$ cat src/common/gauss_params.svh
// Blur accelerator sizing macros and APB register offsets
`ifndef GAUSS_PARAMS_SVH
`define GAUSS_PARAMS_SVH

// Each pixel is one byte and a line holds eight of them
`define GAUSS_PIX_W      8
`define GAUSS_LINE_PIX   8

// Write FIFO depth, which also caps the number of lines in flight
`define GAUSS_FIFO_DEPTH 4

// Byte address width on both memory ports
`define GAUSS_ADDR_W     32

// Register byte offsets on the APB port
`define GAUSS_REG_CTRL   8'h00
`define GAUSS_REG_STATUS 8'h04
`define GAUSS_REG_SRC    8'h08
`define GAUSS_REG_DST    8'h0C
`define GAUSS_REG_COUNT  8'h10
`define GAUSS_REG_DONE   8'h14

`endif
$ cat src/common/gauss_pkg.sv
// Blur accelerator shared types for lines, memory requests, configuration and status
`include "gauss_params.svh"

package gauss_pkg;

  // Width of line counts and line indices
  localparam int unsigned CNT_W = 16;

  // One image line as a packed pixel array
  // Pixel 0 sits in the low byte
  typedef logic [`GAUSS_LINE_PIX-1:0][`GAUSS_PIX_W-1:0] gauss_line_t;

  // Read request toward memory, one line per request
  typedef struct packed {
    logic                     valid;
    logic [`GAUSS_ADDR_W-1:0] addr;
  } gauss_rd_req_t;

  // Write request carrying one blurred line
  typedef struct packed {
    logic                     valid;
    logic [`GAUSS_ADDR_W-1:0] addr;
    gauss_line_t              line;
  } gauss_wr_req_t;

  // Run configuration as programmed by the host
  typedef struct packed {
    logic [`GAUSS_ADDR_W-1:0] src;
    logic [`GAUSS_ADDR_W-1:0] dst;
    logic [CNT_W-1:0]         count;
  } gauss_cfg_t;

  // Run status returned to the register block
  // Done stays set until the next accepted start
  typedef struct packed {
    logic             busy;
    logic             done;
    logic [CNT_W-1:0] lines_done;
  } gauss_status_t;

endpackage : gauss_pkg

$ cat src/design/gauss_accel_top.sv
// Blur accelerator top level joining register block, requestor, counters, kernel and FIFO
`timescale 1ns/1ps
`include "gauss_params.svh"

module gauss_accel_top (
  input  logic                     clk,
  input  logic                     rst_n,
  // APB host port
  input  logic                     psel,
  input  logic                     penable,
  input  logic                     pwrite,
  input  logic [7:0]               paddr,
  input  logic [31:0]              pwdata,
  output logic [31:0]              prdata,
  output logic                     pready,
  output logic                     pslverr,
  // Memory read port with in-order responses
  output gauss_pkg::gauss_rd_req_t rd_req,
  input  logic                     rd_ready,
  input  logic                     rd_rsp_valid,
  input  gauss_pkg::gauss_line_t   rd_rsp_data,
  // Memory write port
  output gauss_pkg::gauss_wr_req_t wr_req,
  input  logic                     wr_ready
);

  gauss_pkg::gauss_cfg_t           cfg;
  gauss_pkg::gauss_status_t        status;
  logic                            start;
  logic                            run_start;
  logic                            issue;
  logic                            wr_fire;
  logic                            issued_all;
  logic                            in_flight_full;
  logic                            all_written;
  logic [gauss_pkg::CNT_W-1:0]     issue_idx;
  logic [gauss_pkg::CNT_W-1:0]     write_idx;
  logic [gauss_pkg::CNT_W-1:0]     lines_done;
  logic [`GAUSS_ADDR_W-1:0]        wr_addr;
  logic                            busy;
  logic                            done;
  logic                            blur_valid;
  gauss_pkg::gauss_line_t          blur_line;
  logic                            head_valid;
  gauss_pkg::gauss_line_t          head_line;

  // Status gathers the FSM flags and the written line count
  assign status.busy       = busy;
  assign status.done       = done;
  assign status.lines_done = lines_done;

  // The FIFO head pairs with the address of the next line to write
  assign wr_req.valid = head_valid;
  assign wr_req.addr  = wr_addr;
  assign wr_req.line  = head_line;

  gauss_csr_apb uu_csr (
    .clk     (clk),
    .rst_n   (rst_n),
    .psel    (psel),
    .penable (penable),
    .pwrite  (pwrite),
    .paddr   (paddr),
    .pwdata  (pwdata),
    .prdata  (prdata),
    .pready  (pready),
    .pslverr (pslverr),
    .status  (status),
    .cfg     (cfg),
    .start   (start)
  );

  gauss_requestor_fsm uu_fsm (
    .clk            (clk),
    .rst_n          (rst_n),
    .start          (start),
    .cfg            (cfg),
    .rd_req         (rd_req),
    .rd_ready       (rd_ready),
    .wr_addr        (wr_addr),
    .issued_all     (issued_all),
    .in_flight_full (in_flight_full),
    .all_written    (all_written),
    .issue_idx      (issue_idx),
    .write_idx      (write_idx),
    .issue          (issue),
    .run_start      (run_start),
    .busy           (busy),
    .done           (done)
  );

  gauss_line_counter uu_counter (
    .clk            (clk),
    .rst_n          (rst_n),
    .run_start      (run_start),
    .issue          (issue),
    .wr_fire        (wr_fire),
    .line_count     (cfg.count),
    .issue_idx      (issue_idx),
    .write_idx      (write_idx),
    .lines_done     (lines_done),
    .issued_all     (issued_all),
    .in_flight_full (in_flight_full),
    .all_written    (all_written)
  );

  // Read responses feed the kernel directly since memory never stalls them
  gauss_kernel uu_kernel (
    .clk       (clk),
    .rst_n     (rst_n),
    .in_valid  (rd_rsp_valid),
    .in_line   (rd_rsp_data),
    .out_valid (blur_valid),
    .out_line  (blur_line)
  );

  gauss_wr_fifo uu_fifo (
    .clk        (clk),
    .rst_n      (rst_n),
    .push       (blur_valid),
    .push_line  (blur_line),
    .wr_ready   (wr_ready),
    .wr_fire    (wr_fire),
    .head_valid (head_valid),
    .head_line  (head_line)
  );

endmodule : gauss_accel_top

$ cat src/kernel/gauss_kernel.sv
// Two-stage pipelined [1 2 1]/4 blur of one image line with replicated edges
`timescale 1ns/1ps
`include "gauss_params.svh"

module gauss_kernel (
  input  logic                   clk,
  input  logic                   rst_n,
  input  logic                   in_valid,
  input  gauss_pkg::gauss_line_t in_line,
  output logic                   out_valid,
  output gauss_pkg::gauss_line_t out_line
);

  localparam int unsigned PIX   = `GAUSS_LINE_PIX;
  localparam int unsigned PIX_W = `GAUSS_PIX_W;

  // Stage 1 holds the outer tap sum and the center pixel
  logic [PIX-1:0][PIX_W:0]   s1_side;
  gauss_pkg::gauss_line_t    s1_center;
  logic                      s1_valid;
  // Full weighted sum with the rounding term, two bits wider than a pixel
  logic [PIX-1:0][PIX_W+1:0] s2_sum;

  for (genvar i = 0; i < PIX; i++) begin : g_pix
    // Edge pixels stand in for their missing neighbor
    localparam int unsigned L = (i == 0) ? 0 : i - 1;
    localparam int unsigned R = (i == PIX - 1) ? i : i + 1;

    // Largest sum is 4 * 255 + 2 which still fits
    assign s2_sum[i] = s1_side[i] + {s1_center[i], 1'b0} + 2'd2;

    always_ff @(posedge clk) begin
      if (in_valid) begin
        s1_side[i]   <= in_line[L] + in_line[R];
        s1_center[i] <= in_line[i];
      end
      // Dropping two bits divides by four after rounding
      if (s1_valid) begin
        out_line[i] <= s2_sum[i][PIX_W+1:2];
      end
    end
  end

  // Valid bits follow the data one stage at a time
  // A new line may enter every cycle
  always_ff @(posedge clk) begin
    if (!rst_n) begin
      s1_valid  <= 1'b0;
      out_valid <= 1'b0;
    end else begin
      s1_valid  <= in_valid;
      out_valid <= s1_valid;
    end
  end

endmodule : gauss_kernel

$ cat src/design/gauss_wr_fifo.sv
// Write FIFO buffering blurred lines until the memory accepts them
`timescale 1ns/1ps
`include "gauss_params.svh"

module gauss_wr_fifo (
  input  logic                   clk,
  input  logic                   rst_n,
  input  logic                   push,
  input  gauss_pkg::gauss_line_t push_line,
  input  logic                   wr_ready,
  output logic                   wr_fire,
  output logic                   head_valid,
  output gauss_pkg::gauss_line_t head_line
);

  localparam int unsigned DEPTH = `GAUSS_FIFO_DEPTH;
  localparam int unsigned PTR_W = $clog2(DEPTH);
  localparam int unsigned CNT_W = $clog2(DEPTH + 1);

  gauss_pkg::gauss_line_t mem [DEPTH];
  logic [PTR_W-1:0]       wr_ptr;
  logic [PTR_W-1:0]       rd_ptr;
  logic [CNT_W-1:0]       fill;

  // The head shows up one cycle after the push that filled it
  assign head_valid = (fill != '0);
  assign head_line  = mem[rd_ptr];
  assign wr_fire    = head_valid && wr_ready;

  // Storage only ever moves forward with the write pointer
  always_ff @(posedge clk) begin
    if (push) begin
      mem[wr_ptr] <= push_line;
    end
  end

  // Pointers wrap explicitly so any depth works
  always_ff @(posedge clk) begin
    if (!rst_n) begin
      wr_ptr <= '0;
      rd_ptr <= '0;
      fill   <= '0;
    end else begin
      if (push) begin
        wr_ptr <= (wr_ptr == PTR_W'(DEPTH - 1)) ? '0 : wr_ptr + 1'b1;
      end
      if (wr_fire) begin
        rd_ptr <= (rd_ptr == PTR_W'(DEPTH - 1)) ? '0 : rd_ptr + 1'b1;
      end
      // The in-flight cap upstream keeps the fill at or under the depth
      fill <= fill + CNT_W'(push) - CNT_W'(wr_fire);
    end
  end

endmodule : gauss_wr_fifo

$ cat src/requestor/gauss_requestor_fsm.sv
// Requestor FSM issuing line reads, forming write addresses and tracking busy and done
`timescale 1ns/1ps
`include "gauss_params.svh"

module gauss_requestor_fsm (
  input  logic                             clk,
  input  logic                             rst_n,
  input  logic                             start,
  input  gauss_pkg::gauss_cfg_t            cfg,
  output gauss_pkg::gauss_rd_req_t         rd_req,
  input  logic                             rd_ready,
  output logic [`GAUSS_ADDR_W-1:0]         wr_addr,
  input  logic                             issued_all,
  input  logic                             in_flight_full,
  input  logic                             all_written,
  input  logic [gauss_pkg::CNT_W-1:0]      issue_idx,
  input  logic [gauss_pkg::CNT_W-1:0]      write_idx,
  output logic                             issue,
  output logic                             run_start,
  output logic                             busy,
  output logic                             done
);

  localparam int unsigned ADDR_W     = `GAUSS_ADDR_W;
  localparam int unsigned LINE_BYTES = `GAUSS_LINE_PIX * `GAUSS_PIX_W / 8;

  typedef enum logic [1:0] {
    IDLE,
    ISSUE,
    DRAIN
  } state_t;

  state_t state;
  state_t state_nxt;
  logic   done_q;

  // A start is only taken while idle
  // A start during a run has no effect
  assign run_start = start && (state == IDLE);

  // Request a line while reads remain and the in-flight window has room
  // The request stays stable under a low rd_ready since neither condition
  // can turn true without a transfer
  assign rd_req.valid = (state == ISSUE) && !in_flight_full && !issued_all;
  assign rd_req.addr  = cfg.src + ADDR_W'(issue_idx) * LINE_BYTES;
  assign issue        = rd_req.valid && rd_ready;

  // Writes leave in order so the FIFO head always belongs to write_idx
  assign wr_addr = cfg.dst + ADDR_W'(write_idx) * LINE_BYTES;

  assign busy = (state != IDLE);
  assign done = done_q;

  always_comb begin
    state_nxt = state;
    case (state)
      IDLE: begin
        // An empty run finishes on the spot
        if (start && (cfg.count != '0)) begin
          state_nxt = ISSUE;
        end
      end
      ISSUE: begin
        if (issued_all) begin
          state_nxt = DRAIN;
        end
      end
      DRAIN: begin
        // all_written already counts a write accepted this cycle
        if (all_written) begin
          state_nxt = IDLE;
        end
      end
      default: state_nxt = IDLE;
    endcase
  end

  always_ff @(posedge clk) begin
    if (!rst_n) begin
      state  <= IDLE;
      done_q <= 1'b0;
    end else begin
      state <= state_nxt;
      // Start clears done except for a zero count which completes at once
      if (run_start) begin
        done_q <= (cfg.count == '0);
      end else if ((state == DRAIN) && all_written) begin
        done_q <= 1'b1;
      end
    end
  end

endmodule : gauss_requestor_fsm

$ cat src/requestor/gauss_line_counter.sv
// Line counters for issued reads, accepted writes and lines in flight
`timescale 1ns/1ps
`include "gauss_params.svh"

module gauss_line_counter (
  input  logic                        clk,
  input  logic                        rst_n,
  input  logic                        run_start,
  input  logic                        issue,
  input  logic                        wr_fire,
  input  logic [gauss_pkg::CNT_W-1:0] line_count,
  output logic [gauss_pkg::CNT_W-1:0] issue_idx,
  output logic [gauss_pkg::CNT_W-1:0] write_idx,
  output logic [gauss_pkg::CNT_W-1:0] lines_done,
  output logic                        issued_all,
  output logic                        in_flight_full,
  output logic                        all_written
);

  localparam int unsigned CNT_W = gauss_pkg::CNT_W;

  logic [CNT_W-1:0] issued_cnt;
  logic [CNT_W-1:0] written_cnt;
  logic [CNT_W-1:0] in_flight;
  logic [CNT_W-1:0] issued_nxt;
  logic [CNT_W:0]   written_nxt;

  assign issued_nxt  = issued_cnt + issue;
  // One extra bit keeps the compare exact at the top of the range
  assign written_nxt = written_cnt + wr_fire;

  // Lines between read issue and write acceptance
  assign in_flight      = issued_cnt - written_cnt;
  assign in_flight_full = (in_flight >= CNT_W'(`GAUSS_FIFO_DEPTH));

  assign issued_all  = (issued_cnt == line_count);
  // Counting the current write lets the FSM finish on the accept cycle
  assign all_written = (written_nxt == {1'b0, line_count});

  assign issue_idx  = issued_cnt;
  assign write_idx  = written_cnt;
  assign lines_done = written_cnt;

  always_ff @(posedge clk) begin
    if (!rst_n || run_start) begin
      issued_cnt  <= '0;
      written_cnt <= '0;
    end else begin
      issued_cnt  <= issued_nxt;
      written_cnt <= written_nxt[CNT_W-1:0];
    end
  end

endmodule : gauss_line_counter

$ cat src/design/gauss_csr_apb.sv
// APB register block with configuration registers, start pulse and status readback
`timescale 1ns/1ps
`include "gauss_params.svh"

module gauss_csr_apb (
  input  logic                     clk,
  input  logic                     rst_n,
  input  logic                     psel,
  input  logic                     penable,
  input  logic                     pwrite,
  input  logic [7:0]               paddr,
  input  logic [31:0]              pwdata,
  output logic [31:0]              prdata,
  output logic                     pready,
  output logic                     pslverr,
  input  gauss_pkg::gauss_status_t status,
  output gauss_pkg::gauss_cfg_t    cfg,
  output logic                     start
);

  logic access;
  logic wr_access;
  logic addr_mapped;
  logic addr_ro;

  // Zero wait states on every access
  assign pready = 1'b1;

  // The access phase is the second cycle of an APB transfer
  assign access    = psel && penable;
  assign wr_access = access && pwrite;

  // Decode the offset into read data and its access class
  always_comb begin
    addr_mapped = 1'b1;
    addr_ro     = 1'b0;
    prdata      = '0;
    case (paddr)
      // CTRL is write-only and reads back as zero
      `GAUSS_REG_CTRL: prdata = '0;
      `GAUSS_REG_STATUS: begin
        prdata  = {30'd0, status.done, status.busy};
        addr_ro = 1'b1;
      end
      `GAUSS_REG_SRC:   prdata = cfg.src;
      `GAUSS_REG_DST:   prdata = cfg.dst;
      `GAUSS_REG_COUNT: prdata = 32'(cfg.count);
      `GAUSS_REG_DONE: begin
        prdata  = 32'(status.lines_done);
        addr_ro = 1'b1;
      end
      default: addr_mapped = 1'b0;
    endcase
  end

  // Error on a hole in the map or on a write to a read-only register
  assign pslverr = access && (!addr_mapped || (pwrite && addr_ro));

  // Writes land at the access-phase edge
  always_ff @(posedge clk) begin
    if (!rst_n) begin
      cfg   <= '0;
      start <= 1'b0;
    end else begin
      // Start is a single-cycle pulse from bit 0 of CTRL
      start <= wr_access && (paddr == `GAUSS_REG_CTRL) && pwdata[0];
      if (wr_access) begin
        case (paddr)
          `GAUSS_REG_SRC:   cfg.src   <= pwdata;
          `GAUSS_REG_DST:   cfg.dst   <= pwdata;
          `GAUSS_REG_COUNT: cfg.count <= pwdata[gauss_pkg::CNT_W-1:0];
          default: ;
        endcase
      end
    end
  end

endmodule : gauss_csr_apb

$ cat config.mk
export PLATFORM = sky130hd
export DESIGN_NAME = gauss_accel_top
export DESIGN_NICKNAME = d
export VERILOG_FILES = /design/src/common/gauss_pkg.sv /design/src/design/gauss_accel_top.sv /design/src/kernel/gauss_kernel.sv /design/src/design/gauss_wr_fifo.sv /design/src/requestor/gauss_requestor_fsm.sv /design/src/requestor/gauss_line_counter.sv /design/src/design/gauss_csr_apb.sv
export VERILOG_INCLUDE_DIRS = /design/src /design/src/common
export SDC_FILE = /design/constraint.sdc
export NUM_CORES = 1
export LEC_CHECK = 0
export ABC_AREA = 0
export BUFFER_PORTS_ARGS = -buffer_cell sky130_fd_sc_hd__buf_2
export CORE_ASPECT_RATIO = 2
export CORE_MARGIN = 1
export CORE_UTILIZATION = 35
export CTS_BUF_LIST = sky130_fd_sc_hd__clkbuf_16
export CTS_CLUSTER_SIZE = 24
export DETAILED_ROUTE_END_ITERATION = 10
export HOLD_SLACK_MARGIN = 0.12
export REMOVE_ABC_BUFFERS = 1
export SETUP_SLACK_MARGIN = 0.1
export SYNTH_ARGS = -nofsm -noshare
export SYNTH_HDL_FRONTEND = slang
export SYNTH_HIERARCHICAL = 1
export SYNTH_SLANG_ARGS = --single-unit
$ cat constraint.sdc
create_clock -name clk -period 4.4 [get_ports clk]
set_clock_uncertainty 0.15 [all_clocks]
set_input_delay 0.66 -clock clk [delete_from_list [all_inputs] [get_ports clk]]
set_output_delay 0.66 -clock clk [all_outputs]
set_load 0.005 [all_outputs]
==> summary.md <==
| Metric | Value |
|---|---|
| Required time of the worst setup path | 3.59 ns |
| Inserted Clock Buffers | 53 |
| Yosys cell types | 95 |
| CP Class | register to output pin |
| Final setup violation count | 1 |
| # DRC | 0 |
| Fin. max-slew vios | 0 |
| Vias after detailed routing | 19734 |
| Area of the multi-input gates | 0.0132 mm² |
| Flops & latches, synth | 575 |
| Hold depth | 1 |
| Hold path endpoint | uu_kernel/s1_center[52] |
| Layout Area Growth over Synthesis | 17.6% |
| Netlist Area Pre-Place | 0.0299 mm² |
| Top cell family by delay on the critical path | simple AND/OR/NAND/NOR gates |
| Nets | 3023 |
| Via density | 5.22 |
| Sum of buffers and inverters on the critical path | 5 |
| Crit-path slowest cell | fa_2 |
| CTS H-Tree Depth | 2 |
| Row count | 151 |
| Worst VDD drop | 0.299 mV |
| GPL Wtd Cong | 0.921 |
| Vias in the first global route | 20664 |
| Initial antenna violation count | 2 |
| Root Driver | clkbuf_16 |
| Period utilization | 1.02 |
| Hold Path Class | primary input to register |
| Drt initial violations | 1074 |
| Post-Synthesis Cells | 2293 |
| Nature of the critical path endpoint | output pin |
| Clock Path Buffers | 3 |
| Largest family of logic cells by synthesized area | adder cells |
| Post-Synth Simple-Gate Area | 0.0890 |
| CP Launch Point | uu_counter/issue_idx[0] |
| Power, Total | 14.7 mW |
| Reg2Reg Setup Slack | 0.18 ns |
| Routed met2 length | 42000 µm |
| CP max FO | 2 |
| Routed len/inst | 20.7 µm |
| CTS tree | built |
| Max_slew headroom | 0.361 |
| First-pass GRT wire length | 118000 µm |
| Fillers | 7868 |
| Adder-cell share of the synthesized area | 0.108 |
| Clock transition at the registers of the reported paths | 0.07 ns |
| N_diodes | 0 |
| Met3 WL | 3080 µm |
| Ports | 276 |
| Mux contribution to synthesized area | 0.0858 |
| Design area | 0.0351 mm² |
| Sequential fraction of the synthesis area | 0.536 |
| HP Start | rd_rsp_data[52] |
| Largest net degree at the start of global routing | 84 |
| Leak | 13.9 nW |
| Synth Warn # | 6 |
| # Max-Cap Violations | 0 |
| Setup slack after layout | -0.105 ns |
| Critical R2R Launch | uu_counter/issue_idx[0] |
| Max Freq | 222 MHz |
| Core area | 0.0846 mm² |
| IO buf count | 274 |
| Share of layout cells above drive strength 1 | 0.238 |
| Post-synth EDFFs | 448 |
| Status | finished, violations left |
| Worst-skew pair later-pin latency | 0.62 ns |
| Clock Sinks | 575 |
| Worst path cell trace | inv_2 > ha_4 > inv_2 > fa_2 > buf_6 > nor2_4 > a2bb2oi_4 > a311o_1 > nor4_2 > nand4_1 > a2111oi_2 > nand4_1 > nor2_1 > buf_4 > buf_6 |
| Starting Density | 0.353 |
| Most used DFF post-synth | edfxtp_1 |
| Failing checks | setup timing |
| Worst R2R End | uu_counter/issue_idx[7] |
| Layout Utilization | 0.415 |
| First-pass DRT Iterations | 7 |
| DIE HEIGHT | 415 µm |
| Die ar. | 0.0866 mm² |
| Worst slew pin tran | 0.958 ns |
| Wire length on met1 | 28300 µm |
| CP startpoint kind | register |
| Remaining antenna violation count | 0 |
| Routed Wire Length | 78200 µm |
| Data arrival, critical path | 3.69 ns |
| Async SR Flop Fraction | 0 |
| Syn Area/Cell | 13.0 µm² |
| Total GRT Usage | 0.179 |
| Inst Count DP | 3654 |
| Pre-CTS setup slack | -0.303 ns |
| Post-synthesis compound-gate area fraction | 0.0935 |
| Final std cells w/o fill | 3779 |
| Sequential cell area | 0.0160 mm² |
| Top layer in use | met4 |
| Pwr dens | 417 mW/mm² |
| Min Tclk post-route | 4.50 ns |
| Worst path max stage delay | 0.39 ns |
| Final hold violation count | 0 |
| Congestion Overflow GR | 0 |
| Unrepaired setup endpoints after global routing | yes |
| Reg2Reg Depth | 20 |
| Placed instance area | 0.0328 mm² |
| Detailed Place HPWL | 59600 µm |
| Die width | 209 µm |
| Xor/xnor cell area share of the yosys netlist | 0.0582 |
report_power, final:
part	leakage, nW	internal, mW	total [mW]	switching [mW]
Combinational	7.87	1.48	3.10	1.62
Sequential	5.19	6.43	6.71	0.282
Clock	0.879	2.70	4.83	2.13
Total	13.9	10.6	14.7	4.03
routing by layer:
| metal | track usage | up-vias |
|---|---|---|
| li1 | - | 9331 |
| met1 | 0.178 | 9663 |
| met2 | 0.346 | 558 |
| met3 | 0.0231 | 182 |
| met4 | 0.108 | 0 |
| met5 | 0 | - |
layout make-up:
class | instances | share of cell area
inverter | 88 | 0.00941
multi-input combinational | 1546 | 0.375
timing repair buffer | 401 | 0.0693
sequential | 575 | 0.456
tap | 1071 | 0.0382
clock buffer | 53 | 0.0378
clock inverter | 45 | 0.0141
cells in the final DEF, fill, tap and decap left out, types with 13 or more instances in the layout:
cell type      count
nor2b_1           29
a221o_1           15
clkbuf_16         53
a21o_1            20
a21oi_1          103
nor2_1           108
o21bai_1          27
nand2_1          177
fa_1              18
nand4_1           16
o21ai_0           46
o21a_1            19
nand3_1           45
nor3_1            41
xnor2_1          136
a22o_1            16
a21oi_2           25
mux2i_1          107
dlygate4sd3_1     24
ha_1             223
mux4_2            60
edfxtp_1         448
dfxtp_1          122
buf_4            100
xor2_1            58
buf_2            271
and2_1            20
inv_1             88
nor4_1            13
worst max path at each step:
stage	cells past startpoint	end	slack, ns
5_1_grt	15	rd_req[32]	-0.31
6_report	15	rd_req[32]	-0.10
3_3_place_gp	21	uu_counter/issue_idx[12]	-0.38
2_1_floorplan	1	wr_req[60]	0.20
3_5_place_dp	20	uu_counter/issue_idx[12]	-0.30
4_1_cts	15	rd_req[32]	-0.20
synth_stat cells (19+ instances only):
library cell    n  area (µm²)
edfxtp_1      448       13500
ha_1          226        2830
nand2_1       178         668
xnor2_1       136        1190
dfxtp_1       127        2540
nor2_1        112         420
mux2i_1       107        1070
a21oi_1       106         531
inv_1          88         330
mux4_2         60        1350
xor2_1         58         508
nand3_1        47         235
o21ai_0        47         235
nor3_1         42         210
clkbuf_1       33         124
nor2b_1        29         181
o21bai_1       27         203
and2_1         24         150
buf_4          24         180
a21oi_2        22         193
a21o_1         20         150
fa_1           20         400
o21a_1         19         143
sequential cells by signal, summed over array words and instances (netlist names), named ones only:
register / cells
uu_fifo/mem: 256
uu_csr/cfg: 80
uu_counter/lines_done: 16
uu_fifo/rd_ptr: 2
uu_kernel/s1_valid: 1
uu_counter/issue_idx: 16
uu_csr/start: 1
uu_kernel/s1_center: 64
uu_fsm/state: 2
uu_kernel/s1_side: 64
uu_kernel/out_valid: 1
uu_fifo/fill: 3
uu_fsm/done: 1
uu_kernel/out_line: 64
uu_fifo/wr_ptr: 2
worst reg2reg max path, stage by stage (launching register included):
cell	delay (ns)
dfxtp_2	0.32
inv_2	0.06
ha_4	0.14
inv_2	0.04
fa_2	0.39
buf_6	0.14
nor2_4	0.09
a2bb2oi_4	0.07
a311o_1	0.36
nor4_2	0.23
nand4_1	0.22
a2111oi_2	0.32
nand4_1	0.25
nor2_1	0.19
and2_1	0.19
ha_4	0.18
buf_6	0.10
nand3_4	0.08
buf_6	0.15
or3_1	0.30
a21oi_1	0.15
through the flow:
step | hold WS (ns) | setup TNS [ns]
2_1_floorplan | 0.305 | 0
3_3_place_gp | 0.306 | -2.07
3_5_place_dp | 0.327 | -1.52
4_1_cts | 0.120 | -0.202
5_1_grt | 0.129 | -0.439
6_report | 0.160 | -0.105
logic make-up after synthesis:
logic type | Yosys count
flip-flops | 575
AND/OR/NAND/NOR | 537
AO/OA/AOI/OAI | 392
adder cells (fa/ha/maj) | 246
XOR/XNOR | 196
multiplexers | 174
buffers and inverters | 172
other | 1
repair_timing:
item / 4_1_cts / 5_1_grt
resized for setup: 27 / 21
pin swaps: 13 / 13
hold buffers: 24 / 0
setup buffers: 1 / 2
setup endpoints to repair: 23 / 16
hold endpoints to repair: 24 / 0
Note: power is estimated with default switching activity, not from simulation.
